`config.mk`:
```
export PLATFORM = sky130hd
export DESIGN_NAME = mem_controller
export DESIGN_NICKNAME = d
export VERILOG_FILES = /design/src/verilog/token_pkg.sv /design/src/verilog/mem_controller.sv
export SDC_FILE = /design/constraint.sdc
export NUM_CORES = 1
export LEC_CHECK = 0
export BUFFER_PORTS_ARGS = -buffer_cell sky130_fd_sc_hd__buf_2
export CORE_ASPECT_RATIO = 1.2
export CORE_MARGIN = 2
export CORE_UTILIZATION = 43
export DETAILED_ROUTE_END_ITERATION = 7
export PLACE_DENSITY = 0.77
export SLEW_MARGIN = 10
export SYNTH_ARGS = -nofsm -noshare
export SYNTH_HDL_FRONTEND = slang
export SYNTH_SLANG_ARGS = --single-unit
```
`constraint.sdc`:
```
create_clock -name clk -period 2.4 [get_ports clk]
set_clock_uncertainty 0.05 [all_clocks]
set_input_delay 0.48 -clock clk [delete_from_list [all_inputs] [get_ports clk]]
set_output_delay 0.48 -clock clk [all_outputs]
set_load 0.02 [all_outputs]
```
`src/verilog/token_pkg.sv`:
```
// Token width, buffer depth and address types; imported by every block of the loader
package token_pkg;

	// Token and storage geometry
	localparam int word_size   = 16;                  // Bits per token
	localparam int buffer_size = 1024;                // Depth of each FIFO and RAM
	localparam int addr_size   = $clog2(buffer_size); // 10 address bits

	// One token, RAM word or result
	typedef logic [word_size-1:0] word_t;

	// RAM address, FIFO pointer and fill count
	typedef logic [addr_size-1:0] addr_t;

	// FIFO population, one bit wider so a full buffer fits
	typedef logic [addr_size:0] count_t;

	// Addresses wrap at buffer_size, nothing larger is tracked

endpackage

```
`src/verilog/mem_controller.sv`:
```
// Moves tokens one at a time from an input FIFO into its RAM and keeps the RAM write address
`timescale 1ns/1ps

module mem_controller (
	input  logic              clk,
	input  logic              rst,
	input  token_pkg::count_t population,  // FIFO fill level
	input  token_pkg::word_t  in_token,    // FIFO rd_data
	output logic              rd_en,       // One-cycle pop pulse
	output logic              ram_wr_en,
	output token_pkg::addr_t  ram_wr_addr, // Also the fill count seen by the executor
	output token_pkg::word_t  ram_wr_data
);
	import token_pkg::*;

	// Five-state Moore sequence, one token per pass
	typedef enum logic [2:0] {
		st_start  = 3'd0, // Wait for a token
		st_rd_en  = 3'd1, // Pop the FIFO
		st_read   = 3'd2, // FIFO word valid, capture it
		st_wr_ram = 3'd3, // Write RAM, bump address
		st_end    = 3'd4
	} state_e;

	state_e state;
	state_e next_state;
	addr_t  wr_addr; // Tokens written so far
	word_t  token_q; // Captured token

	always_ff @(posedge clk)
	begin
		if (!rst)
		begin
			state   <= st_start;
			wr_addr <= '0; // Only rst brings the address back to zero
		end
		else
		begin
			state <= next_state;
			if (state == st_wr_ram)
				wr_addr <= wr_addr + 1'b1; // Advance after the write
		end
	end

	// Token holding register
	always_ff @(posedge clk)
	begin
		if (state == st_read)
			token_q <= in_token;
	end

	// Next-state logic
	always_comb
	begin
		next_state = state;
		case (state)
			st_start:
			begin
				if (population >= count_t'(1))
					next_state = st_rd_en;
			end
			st_rd_en:  next_state = st_read;
			st_read:   next_state = st_wr_ram;
			st_wr_ram: next_state = st_end;
			st_end:    next_state = st_start;
			default:   next_state = st_start;
		endcase
	end

	// Moore outputs
	always_comb
	begin
		rd_en     = (state == st_rd_en);
		ram_wr_en = (state == st_wr_ram);
	end

	assign ram_wr_addr = wr_addr;
	assign ram_wr_data = token_q;

	// Writes are spaced by the full sequence
	a_wr_spaced: assert property (@(posedge clk) disable iff (!rst) ram_wr_en |=> !ram_wr_en)
		else $error("mem_controller: back-to-back RAM writes");

endmodule

```
Word-level counts from Yosys, hierarchy flattened. Cells that the tools add are included.

$add $sub $neg: 1. Magnitude comparators: 1. Eq/ne operators: 4. Mux-type cells: 2. Reduce and logical (&&, ||, !) cells: 1.

Operators with widths (count): $pmux W3 S4 (1); $ge A11 B1 Y1 const B (1); $add A10 B1 Y10 const B (1); $eq A3 B2 Y1 const B (2); $eq A3 B1 Y1 const B (1); $logic_not A3 Y1 (1); $mux W3 (1); $ne A2 B2 Y1 const B (1).

Flip-flop bits (word level): 29. Input bits: 29. Output and inout port bits: 28. Word-level logic and storage cells: 12.

Longest topological paths before layout.
Word-level depth: 3. Gate-level depth with buffers: 5. Mapped depth without buffers: 5.

Worst setup path before layout. OpenSTA, ideal clock, no wires.

Path kind: register to register. Start: register state[1]. End: register token_q[0] (netlist: ram_wr_data[0]) (enable). Setup time: 0.415 ns. Data arrival time: 1.644 ns. Required time: 1.935 ns. Setup slack: 0.291 ns. Cell stages (with the launch flop): 2. Path buffers: 0. Clock period less this slack: 2.109 ns. Cells stage by stage: dfxtp_1 -> nor3b_1.

Word-level cells in the longest chain between the ends: 1.

Ends and longest elaborated chain: start: declaration (RTL line mem_controller.sv:25) `state_e state;`; start signal: assignment (RTL line mem_controller.sv:34) `state <= st_start;`; start signal: assignment (RTL line mem_controller.sv:39) `state <= next_state;`; $eq A3 B2 Y1 (RTL line mem_controller.sv:48) `if (state == st_read)`; end signal: assignment (RTL line mem_controller.sv:49) `token_q <= in_token;`; end: declaration (RTL line mem_controller.sv:28) `word_t token_q;`.

Every way passes these cells. A chain may end at the register's enable or synchronous reset.

Worst setup path in the final report.
Start: register state[2]. End: output port ram_wr_en.

Word-level cells in the longest chain between the ends: 1.

Ends and longest elaborated chain: $eq A3 B2 Y1 (RTL line mem_controller.sv:74) `ram_wr_en = (state == st_wr_ram);`; end: declaration (RTL line mem_controller.sv:10) `output logic ram_wr_en,`.

Every way passes these cells.

==> results.py <==
metrics = {
    "outcome": {
        "status": "finished, final reports clean",
    },
    "clock_network": {
        "cts_tree": "yes",
        "path_clk_slew_ns": 0.09,
        "cts_resized": 0,
        "cts_hold_buf": 0,
        "clock_sinks": 29,
        "htreeDepth": 2,
        "numCtsBuffers": 5,
        "clk_latency_ns": 0.32,
        "cts_setup_buffers": 0,
        "cts_buffer_depth": 2,
        "cts_root_buffer": "clkbuf_4",
    },
    "finish": {
        "drive_gt1_frac": 0.518,
        "nets": 168,
        "fin_cells": 172,
        "nFillCells": 212,
        "layout_common_cells": "56 x buf_2, 16 x edfxtp_1, 13 x dfxtp_1",
        "mostFrequentLayoutCell": "buf_2",
        "area_growth_pct": 38.3,
        "antennaDiodeCount": 0,
    },
    "die": {
        "die_h_um": 59.5,
        "coreArea_um2": 2480,
        "io-pin-count": 57,
        "num_rows": 20,
        "die-area_um2": 2990,
        "start_util": 0.445,
        "die_w_um": 50.2,
    },
    "logic_synthesis": {
        "syn_inst": 76,
        "synth-seq-area-share": 0.672,
        "synth-seq-cells": 29,
        "syn_avg_cell_area_um2": 14.5,
        "yosysTopAreaCellShare": 0.436,
        "synth_top_area_cell": "edfxtp_1",
        "synth_cell_type_count": 27,
        "yosysWarnings": 0,
        "syn_area_um2": 1100,
        "syn-num-nets": 106,
        "synthTopCellsByArea": "edfxtp_1 44%, dfxtp_1 24%, and2_1 6.2%, xnor2_1 5.6%, nand4_4 1.9%",
    },
    "routing": {
        "vias_per_cell": 4.84,
        "routed_wirelength_mm": 2.16,
        "drtIter0Drc": 5,
        "wl_per_cell_um": 12.5,
        "drt_first_pass_iters": 3,
        "drc_errors": 0,
        "via_count": 833,
        "drtAntennaViolNets": 0,
    },
    "global_route": {
        "grt_overflow": 0,
        "grt_pass1_vias": 826,
        "grt_use_total": 0.157,
        "grt_pass1_wl_mm": 3.39,
        "antenna_found_initial": 0,
        "grt_max_degree": 17,
    },
    "placed_design": {
        "io_buffers": 56,
        "dpl.cell_count": 164,
        "place.gp.congestion": 0.685,
        "dp_hpwl_mm": 1.70,
    },
    "power_and_ir_drop": {
        "vdd_drop_max_uv": 475,
        "p_leak_nw": 0.704,
        "power_per_cell_area_nw_per_um2": 736,
        "total_power_w": 0.00112,
    },
    "worst_setup_path": {
        "r2r_cells": 4,
        "end_kind": "output port",
        "worstSetupPathType": "reg2out",
        "crit_path_start_kind": "flop",
        "cp.arrival_ns": 1.53,
        "crit_fanout": 11,
        "required_ns": 1.87,
    },
    "sta": {
        "period_needed_ns": 2.06,
        "setup_viol": 0,
        "period_share": 0.857,
        "fmaxAchievable_mhz": 486,
        "slew_headroom": 0.624,
        "drv_slew": 0,
        "finalHoldViolations": 0,
        "rsz0062_at_grt": "no",
        "tightestPinTransition_ns": 0.564,
        "timing.setup.tns_ns": 0,
    },
    "min_path": {
        "whs_path_depth": 1,
        "min_path_type": "in2reg",
    },
    "flow_run": {
        "drv_cap": 0,
    },
}
cell usage after synthesis:
library cell	count
and2_1	11
and3_1	2
and3_2	1
and3b_1	1
buf_6	1
clkbuf_1	1
dfxtp_1	13
edfxtp_1	16
ha_1	1
mux2i_1	1
nand2_1	1
nand2_2	1
nand2b_1	1
nand3_1	1
nand3_2	2
nand4_1	2
nand4_2	1
nand4_4	1
nor2_1	1
nor2b_1	1
nor3b_1	2
nor4_1	3
o211a_1	1
o211ai_1	1
o31ai_1	1
xnor2_1	7
xor2_1	1
through the flow:
step | utilization | setup slack (ns) | instance area, µm² | hold WS [ns]
final | 0.615 | 0.342 | 1520 | 0.276
after global placement | 0.574 | 0.750 | 1420 | 0.449
after detailed placement | 0.574 | 0.701 | 1420 | 0.466
after CTS | 0.615 | 0.321 | 1520 | 0.261
after floorplan | - | 0.291 | 1100 | 0.522
after global routing | 0.615 | 0.272 | 1520 | 0.257
state kept, by name, summed over array words and instances, names as in the netlist:
signal,count
ram_wr_data,16
ram_wr_addr,10
state,3
metal layers:
metal	up-vias	wire length [µm]	part of all wire	track usage
met5	-	0	0	0
met4	0	59	0.027	0.0992
met3	9	258	0.12	0.0631
met2	54	970	0.45	0.261
met1	368	866	0.40	0.166
li1	402	-	-	-
worst max-delay path: stages (launching register included):
cell and delay [ns]:
dfxtp_1 0.35, and3b_1 0.58, buf_2 0.27
report_power, final:
part / total [W] / switching (W) / internal [W] / leakage (nW)
clock network: 0.000489 / 0.000166 / 0.000322 / 0.0552
registers: 0.000550 / 0.00000669 / 0.000544 / 0.252
logic: 0.0000832 / 0.0000482 / 0.0000350 / 0.397
total: 0.00112 / 0.000221 / 0.000901 / 0.704
logic make-up (layout without fill, tap and decap cells):
kind of cell / count (synthesis) / after routing / synth area share
compound gates: 3 / 3 / 0.0227
simple gates: 32 / 32 / 0.208
buf+inv: 2 / 65 / 0.0136
xor+xnor: 8 / 8 / 0.0636
flops: 29 / 29 / 0.672
mux: 1 / 1 / 0.00908
fa+ha+maj: 1 / 1 / 0.0113
layout make-up:
cell class                      instances  area [µm²]  share of cell area
Clock buffer                            5        37.5              0.0246
Clock inverter                          3        65.1              0.0427
Multi-Input combinational cell         45         352               0.231
Sequential cell                        29         741               0.486
Tap cell                               33        41.3              0.0271
Timing Repair Buffer                   57         288               0.189
final timing paths:
check / startpoint / slack, ns / endpoint
min reg2reg: ram_wr_addr[9]$_SDFFE_PN0P_ / 0.48 / ram_wr_addr[9]$_SDFFE_PN0P_
max: state[2]$_SDFFE_PN0P_ / 0.34 / ram_wr_en
min: in_token[0] / 0.28 / ram_wr_data[0]$_DFFE_PN_
max reg2reg: state[2]$_SDFFE_PN0P_ / 0.84 / ram_wr_addr[7]$_SDFFE_PN0P_
No activity file was read; power rests on OpenSTA's default activity.
