===== src/verilog/token_pkg.sv =====
// Token width, buffer depth and address types; imported by every block of the loader
package token_pkg;

	// Token and storage geometry
	localparam int word_size   = 16;                  // Bits per token
	localparam int buffer_size = 1024;                // Depth of each FIFO and RAM
	localparam int addr_size   = $clog2(buffer_size); // 10 address bits

	// One token, RAM word or result
	typedef logic [word_size-1:0] word_t;

	// RAM address, FIFO pointer and fill count
	typedef logic [addr_size-1:0] addr_t;

	// FIFO population, one bit wider so a full buffer fits
	typedef logic [addr_size:0] count_t;

	// Addresses wrap at buffer_size, nothing larger is tracked

endpackage


===== src/verilog/cmd_pkg.sv =====
// Command word encoding for the executor: opcodes, the two field views and decode helpers
package cmd_pkg;

	localparam int opcode_size = 4;
	localparam int imm_size    = 12;                  // Signed immediate of LDI
	localparam int rsvd_size   = token_pkg::word_size - opcode_size - token_pkg::addr_size;

	// Codes not listed here execute as NOP
	typedef enum logic [opcode_size-1:0] {
		NOP  = 4'h0,
		LDI  = 4'h1, // acc = sext(imm)
		LOAD = 4'h2, // acc = data[addr]
		ADD  = 4'h3, // acc += data[addr]
		SUB  = 4'h4, // acc -= data[addr]
		OUT  = 4'h5  // Emit acc
	} opcode_e;

	// Memory view: opcode, reserved bits, data address
	typedef struct packed {
		opcode_e                     opcode;
		logic [rsvd_size-1:0]        rsvd;
		logic [token_pkg::addr_size-1:0] addr;
	} cmd_mem_t;

	// Immediate view: opcode and signed immediate
	typedef struct packed {
		opcode_e                     opcode;
		logic signed [imm_size-1:0]  imm;
	} cmd_imm_t;

	// Same 16 bits, read through either view
	typedef union packed {
		cmd_mem_t mem;
		cmd_imm_t imm;
	} cmd_word_u;

	// Opcodes that need a data RAM read
	function automatic logic is_mem_op(opcode_e op);
		return (op == LOAD) || (op == ADD) || (op == SUB);
	endfunction

	// Sign extension of the immediate to a full token
	function automatic token_pkg::word_t sext_imm(logic signed [imm_size-1:0] imm);
		return {{(token_pkg::word_size - imm_size){imm[imm_size-1]}}, imm};
	endfunction

endpackage


===== src/verilog/cmd_executor.sv =====
// Fetches commands from the command RAM, reads the data RAM when needed and emits results
`timescale 1ns/1ps

module cmd_executor (
	input  logic             clk,
	input  logic             rst,
	input  token_pkg::addr_t cmd_fill,     // Commands loaded so far
	input  token_pkg::addr_t data_fill,    // Data words loaded so far
	output token_pkg::addr_t cmd_rd_addr,
	input  token_pkg::word_t cmd_rd_data,
	output token_pkg::addr_t data_rd_addr,
	input  token_pkg::word_t data_rd_data,
	output token_pkg::word_t result,
	output logic             result_valid  // One-cycle pulse per OUT
);
	import token_pkg::*;
	import cmd_pkg::*;

	typedef enum logic [2:0] {
		st_idle      = 3'd0, // Wait for a loaded command
		st_fetch     = 3'd1, // Command address applied
		st_decode    = 3'd2, // Command word arrives
		st_wait_data = 3'd3, // Wait for the operand to be loaded
		st_read_data = 3'd4, // Data address applied
		st_apply     = 3'd5  // Update acc or emit
	} state_e;

	state_e    state;
	state_e    next_state;
	addr_t     cmd_ptr; // Next command to run
	cmd_word_u cmd_in;  // Word from the command RAM
	cmd_word_u cmd_q;   // Decoded command
	word_t     acc;

	assign cmd_in = cmd_rd_data;

	always_ff @(posedge clk)
	begin
		if (!rst)
		begin
			state   <= st_idle;
			cmd_ptr <= '0;
			acc     <= '0;
		end
		else
		begin
			state <= next_state;
			if (state == st_apply)
			begin
				cmd_ptr <= cmd_ptr + 1'b1;
				case (cmd_q.mem.opcode)
					LDI:     acc <= sext_imm(cmd_q.imm.imm); // Immediate view
					LOAD:    acc <= data_rd_data;            // Memory view
					ADD:     acc <= acc + data_rd_data;      // Wraps mod 2^word_size
					SUB:     acc <= acc - data_rd_data;
					default: acc <= acc;                     // NOP, OUT, unknown
				endcase
			end
		end
	end

	// Command register, loaded on decode
	always_ff @(posedge clk)
	begin
		if (state == st_decode)
			cmd_q <= cmd_in;
	end

	always_comb
	begin
		next_state = state;
		case (state)
			st_idle:
				if (cmd_ptr < cmd_fill)
					next_state = st_fetch;
			st_fetch:  next_state = st_decode;
			st_decode: next_state = is_mem_op(cmd_in.mem.opcode) ? st_wait_data : st_apply;
			st_wait_data:
				if (cmd_q.mem.addr < data_fill)
					next_state = st_read_data;
			st_read_data: next_state = st_apply;
			st_apply:     next_state = st_idle;
			default:      next_state = st_idle;
		endcase
	end

	assign cmd_rd_addr  = cmd_ptr;
	assign data_rd_addr = cmd_q.mem.addr; // Held through apply so rd_data stays valid
	assign result       = acc;            // OUT leaves acc unchanged
	assign result_valid = (state == st_apply) && (cmd_q.mem.opcode == OUT);

	a_valid_pulse: assert property (@(posedge clk) disable iff (!rst)
		result_valid |=> !result_valid)
		else $error("cmd_executor: result_valid longer than one cycle");

endmodule


===== config.mk =====
export PLATFORM = sky130hd
export DESIGN_NAME = cmd_executor
export DESIGN_NICKNAME = d
export VERILOG_FILES = /design/src/verilog/token_pkg.sv /design/src/verilog/cmd_pkg.sv /design/src/verilog/cmd_executor.sv
export SDC_FILE = /design/constraint.sdc
export NUM_CORES = 1
export LEC_CHECK = 0
export BUFFER_PORTS_ARGS = -buffer_cell sky130_fd_sc_hd__buf_2
export CAP_MARGIN = 25
export CORE_ASPECT_RATIO = 1.1
export CORE_MARGIN = 8
export CORE_UTILIZATION = 52
export CTS_BUF_LIST = sky130_fd_sc_hd__clkbuf_4 sky130_fd_sc_hd__clkbuf_8
export CTS_CLUSTER_SIZE = 14
export DETAILED_ROUTE_END_ITERATION = 8
export GPL_TIMING_DRIVEN = 0
export PLACE_DENSITY = 0.85
export SLEW_MARGIN = 40
export SYNTH_ARGS = -nofsm -noshare
export SYNTH_HDL_FRONTEND = slang
export SYNTH_SLANG_ARGS = --single-unit

===== constraint.sdc =====
create_clock -name clk -period 3.85 [get_ports clk]
set_input_delay 0.1925 -clock clk [delete_from_list [all_inputs] [get_ports clk]]
set_output_delay 0.1925 -clock clk [all_outputs]
set_load 0.01 [all_outputs]

== Yosys cells after proc, flatten, opt, wreduce, memory -nomap -nowiden ==
Cells that the tools add are included.
Word-level totals
  register bits: 45
  output and inout bits: 37
  input port bits: 54
Cells by class
  muxes and demuxes: 5
  equal/unequal tests: 15
  order comparisons: 2
  reductions and logical operators: 7
  add/subtract/negate cells: 3
Operators with widths (count)
  $pmux 16 s4: 1
  $lt 10x10->1: 2
  $add 16x16->16: 1
  $eq 4x2->1 const B: 4
  $sub 16x16->16: 1
  $pmux 3 s5: 1
  $eq 4x3->1 const B: 3
  $add 10x1->10 const B: 1
  $mux 3: 3
  $eq 3x2->1 const B: 2
  $eq 3x3->1 const B: 2
  $eq 4x1->1 const B: 1
  $ne 2x2->1 const B: 2
  $reduce_and 2->1: 2
  $reduce_bool 4->1: 1
  $eq 3x1->1 const B: 1
  $logic_not 3->1: 1
  $logic_or 1x1->1: 2
  $logic_and 1x1->1: 1

== Logic depth before layout (Yosys ltp) ==
  word-level depth: 5
  depth in mapped cells: 14
  gate-level depth less buffers: 14

== Least setup slack after synthesis ==
OpenSTA, ideal clock, no wires.
  path kind: flip-flop to flip-flop
  from: register cmd_q[13] (netlist name)
  to: register acc[13] (netlist: result[13])
  required time: 3.730 ns
  setup time: 0.120 ns
  period minus slack after synthesis: 2.936 ns
  stages on the path, launching flop included: 13
  path slack: 0.914 ns
  path buffers: 1
  data arrival time: 2.816 ns
  path through: edfxtp_1 > nand2b_1 > or3_1 > buf_2 > o21ai_0 > xor2_1 > ha_1 > a21o_1 > or3_1 > o21a_1 > o311a_1 > a41oi_1 > nand2_1
Between the ends
  word-level cells in the longest chain between the ends: 3
  elaborated cells on any way between the ends: 7
  those cells by class: 4 x eq/ne; 1 x mux; 2 x reduce/logical
Ends and longest elaborated chain
  from (decl): RTL line cmd_executor.sv:32  | cmd_word_u cmd_q;
  from (signal assigned): RTL line cmd_executor.sv:66  | cmd_q <= cmd_in;
  $eq 4x3->1 (tied with other cells): RTL line cmd_executor.sv:51  | case (cmd_q.mem.opcode)
  $reduce_bool 4->1 (no line)
  $reduce_and 2->1 (no line)
  to (signal assigned): RTL line cmd_executor.sv:52  | LDI: acc <= sext_imm(cmd_q.imm.imm);
  to (signal assigned): RTL line cmd_executor.sv:53  | LOAD: acc <= data_rd_data;
  to (signal assigned): RTL line cmd_executor.sv:54  | ADD: acc <= acc + data_rd_data;
  to (decl): RTL line cmd_executor.sv:33  | word_t acc;
Parallel ways exist; a longest one is shown, timed or not.
A chain may end at the register's enable or synchronous reset.

== Final worst setup path ==
  from: register cmd_q[13] (netlist name)
  to: register acc[14] (netlist: result[14])
Same word-level chain as after synthesis.

==> metrics.md <==
| Metric | Value |
|---|---|
| Endpoints failing hold | 0 |
| Sequential fraction of the synthesis area | roughly 30% |
| Total standard cell area after synthesis | 0.003515 mm^2 |
| Capture endpoint of the worst hold path | cmd_q[6]$_DFFE_PP_ |
| Port Buf Inserts | 90 |
| Post-Place Worst Slack | 495.3 ps |
| Mean area per synthesized cell | 8.551 um^2 |
| Clock net sink count | 45 |
| Final GP Congestion | 0.8915 |
| Run status | finished, final reports clean |
| Number of DRC markers after the initial detailed-route iteration | ~280 |
| Worst vdd ir | 0.2419 mV |
| Setup_tns | 0 ps |
| Tmin final | 3347 ps |
| Type of destination of the critical path | flip-flop |
| Largest cells by area after synthesis | sky130_fd_sc_hd__dfxtp_1, sky130_fd_sc_hd__edfxtp_1, sky130_fd_sc_hd__ha_1 |
| Sum of routed wire length over all layers | about 9700 um |
| Cell with the largest stage delay on the worst path | sky130_fd_sc_hd__fa_1 |
| Portion of synthesized cell area occupied by the leading cell type | about 17% |
| Min setup slack post-route | roughly 500 ps |
| Number of nets in the synthesized netlist | 501 |
| Sum of net half-perimeters after detailed placement | 7660 um |
| Count of pins over their slew limit | 0 |
| Critical hold path startpoint | cmd_rd_data[6] |
| Actual transition at the worst max-transition pin | 594.4 ps |
| Final setup viols | 0 |
| Synthesized instance count | 411 |
| Growth of design area from synthesis to finish | 19.72% |
| Kind of start point of the critical path | flip-flop |
| Count of unresolved DRC violations after routing | 0 |
| Setup bufs post-CTS | 0 |
| Die ar. | 0.009649 mm^2 |
| 1st-pass router iterations | 4 |
| Core outline area | 0.006555 mm^2 |
| Overall via count from detail_route | 3,430 |
| Ratio of cells with drive above 1 in the final layout | 23.48% |
| Maximum clock path buffer count | 2 |
| Initial antenna violation count | 0 |
| Number of enable-type register cells in the synthesized netlist | 16 |
| Top FF cell, synth | sky130_fd_sc_hd__dfxtp_1 |
| Top-level port count | 91 |
| Number of synthesized register bits | 45 |
| Antenna diode count | 0 |
| Period utilisation layout | between 80 and 90% |
| CTS tree | built |
| Delay of the slowest cell on the worst path | 470 ps |
| Num CTS Buffers | 5 |
| Layout Skew | approximately 4.7 ps |
| Type of the setup path with the least slack | reg -> reg |
| Sequence of cells on the critical path | nand2b_1 > or3_1 > buf_2 > nand2_1 > o21ai_0 > fa_1 > nor2b_1 > o31ai_1 > a211oi_1 > o211ai_1 > a2111o_1 > o211ai_1 |
| Worst reg2reg path endpoint | result[14]$_SDFFE_PN0P_ |
| Count of synthesis-stage warnings from yosys | 0 |
| Worst hold path stage count | 1 |
| Clock Latency Late Sink | 300 ps |
| Die Y | ~100 um |
| Leading cell types by count after synthesis | sky130_fd_sc_hd__a21oi_1, sky130_fd_sc_hd__ha_1, sky130_fd_sc_hd__dfxtp_1, sky130_fd_sc_hd__nand2_1, sky130_fd_sc_hd__o21ai_0 |
| Flop2flop setup slack | 500 ps |
| Cell repeated most along the worst path | sky130_fd_sc_hd__o211ai_1 |
| Initial Utilization | 53.62% |
| Number of global-route vias before repair | between 3,000 and 4,000 |
| Reg2Reg Depth | 12 |
| Worst EP arrival | 3580 ps |
| Cts hold-fix bufs | 0 |
| Routed vias/inst | 5.784 |
| Fmax | around 0.3 GHz |
| Power density normalized to cell area | 378.7 mW/mm^2 |
| Total congestion overflow | 0 |
| Clock slew at the register clock pins of the worst setup and hold paths | 90 ps |
| FF-to-FF Start | cmd_q[13]$_DFFE_PP_ |
| Number of standard-cell rows in the floorplan | 31 |
| Hold/Removal Path Class | in -> reg |
| CTS Root Cell | sky130_fd_sc_hd__clkbuf_8 |
| Number of gates given a new drive strength after cts | 0 |
| Most area-hungry cell type in the Yosys netlist | sky130_fd_sc_hd__dfxtp_1 |
| Max-cap violations | 0 |
| CP required | 4080 ps |
| Worst slew margin relative to its limit | 60.25% |
| Die outline width | ~94 um |
| Routed length per instance | 16.30 um |
| Pin count of the biggest net entering global routing | 15 |
| Final-layout fill cell count | about 580 |
| Number of antenna-violating nets in the routed design | 0 |
| FFs w/ async S/R, synth | 0% |
| Unrepaired setup endpoints after global routing | false |
| Number of H-tree levels | 2 |
| Leak | 2.001 nW |
| First-pass GRT wire length | 15,770 um |
| GRT Total Usage | 20.22% |
| Number of unique standard cell types used by synthesis | 54 |
| Peak fanout along the critical path | 9 |
| Min Hold Slack | 58.77 ps |
| Fin nets | 600 |
==> worst max-delay path, delay by kind of cell, from the launching register on <==
family,cells,cell delay [ps]
AOI/OAI and AO/OA,6,1340
adders and majority gates,1,470
buffers and inverters,1,180
DFF,1,460
and+or+nand+nor,4,830
==> layout make-up <==
cell class | instances | area, um^2 | share of cell area (%)
clock inverter | 2 | 38.79 | 0.9218
multi-input combinational | 316 | 2238 | 53.20
timing repair buffer | 92 | 460.4 | 10.94
inverter | 28 | 105.1 | 2.498
sequential | 45 | 1061 | 25.22
tap | 82 | 102.6 | 2.438
clock buffer | 6 | 76.32 | 1.814
buffer | 22 | 125.1 | 2.974
==> cells by family after synthesis <==
group | Yosys count | synth area share [%]
XOR/XNOR | 28 | 6.977
adder cells (fa/ha/maj) | 36 | 13.03
AND/OR/NAND/NOR | 112 | 16.20
flip-flops | 45 | 30.19
AO/OA/AOI/OAI | 139 | 26.77
buffers and inverters | 50 | 6.550
multiplexers | 1 | 0.2848
==> flip-flops by register name (all words and copies together), names as in the netlist <==
register and flops:
cmd_q 16, result 16, cmd_rd_addr 10, state 3
==> layout by cell type, fill, tap and decap left out, drive strengths merged, types with 3 or more instances in the layout <==
cell / Yosys / final
and3: 4 / 4
nand3: 12 / 12
a21o: 10 / 10
a21oi: 35 / 35
nor3: 7 / 7
clkbuf: 8 / 14
a211o: 3 / 3
o2111ai: 3 / 3
or3: 5 / 5
nand2b: 9 / 9
nor2b: 4 / 4
xnor2: 18 / 18
nor2: 21 / 21
inv: 28 / 28
nand2: 29 / 29
nor4: 3 / 3
and2: 9 / 9
a21boi: 3 / 3
o21ai: 32 / 32
o211a: 3 / 3
o211ai: 8 / 8
o22ai: 3 / 3
a221oi: 10 / 10
a211oi: 4 / 4
xor2: 10 / 10
buf: 14 / 106
dfxtp: 29 / 29
a2111o: 3 / 3
o41ai: 3 / 3
ha: 35 / 35
edfxtp: 16 / 16
o21a: 7 / 7
==> layer usage <==
metal  routed length (um)  GRT usage (%)  vias up
li1                     -              -     1705
met1                 3829          22.39     1548
met2                 4906          35.49      152
met3                  689          4.849       25
met4                  240          9.402        0
met5                    0              0        -
==> worst max path at each step <==
stage | startpoint | end | slack, ps
5_1_grt | cmd_q[15]$_DFFE_PP_ | result[15]$_SDFFE_PN0P_ | 230
3_3_place_gp | cmd_q[13]$_DFFE_PP_ | result[14]$_SDFFE_PN0P_ | 560
6_report | cmd_q[13]$_DFFE_PP_ | result[14]$_SDFFE_PN0P_ | 500
2_1_floorplan | cmd_q[13]$_DFFE_PP_ | result[13]$_SDFFE_PN0P_ | 910
4_1_cts | cmd_q[13]$_DFFE_PP_ | result[14]$_SDFFE_PN0P_ | 470
3_5_place_dp | cmd_q[13]$_DFFE_PP_ | result[14]$_SDFFE_PN0P_ | 500
==> through the flow <==
step	utilization (%)	cell area [um^2]	total power [mW]	cells
6_report	64.19	4208	1.594	593
5_1_grt	64.19	4208	1.689	593
4_1_cts	64.04	4198	1.594	593
3_5_place_dp	62.28	4083	1.219	585
3_3_place_gp	62.05	4068	1.188	583
2_1_floorplan	-	3515	1.031	411
==> power by group <==
group / leakage [nW] / switching, mW / internal [mW]
clock network: 0.0588 / 0.168 / 0.202
logic: 1.56 / 0.334 / 0.252
registers: 0.381 / 0.0667 / 0.570
total: 2.00 / 0.569 / 1.02
Note: power is estimated with default switching activity, not from simulation.
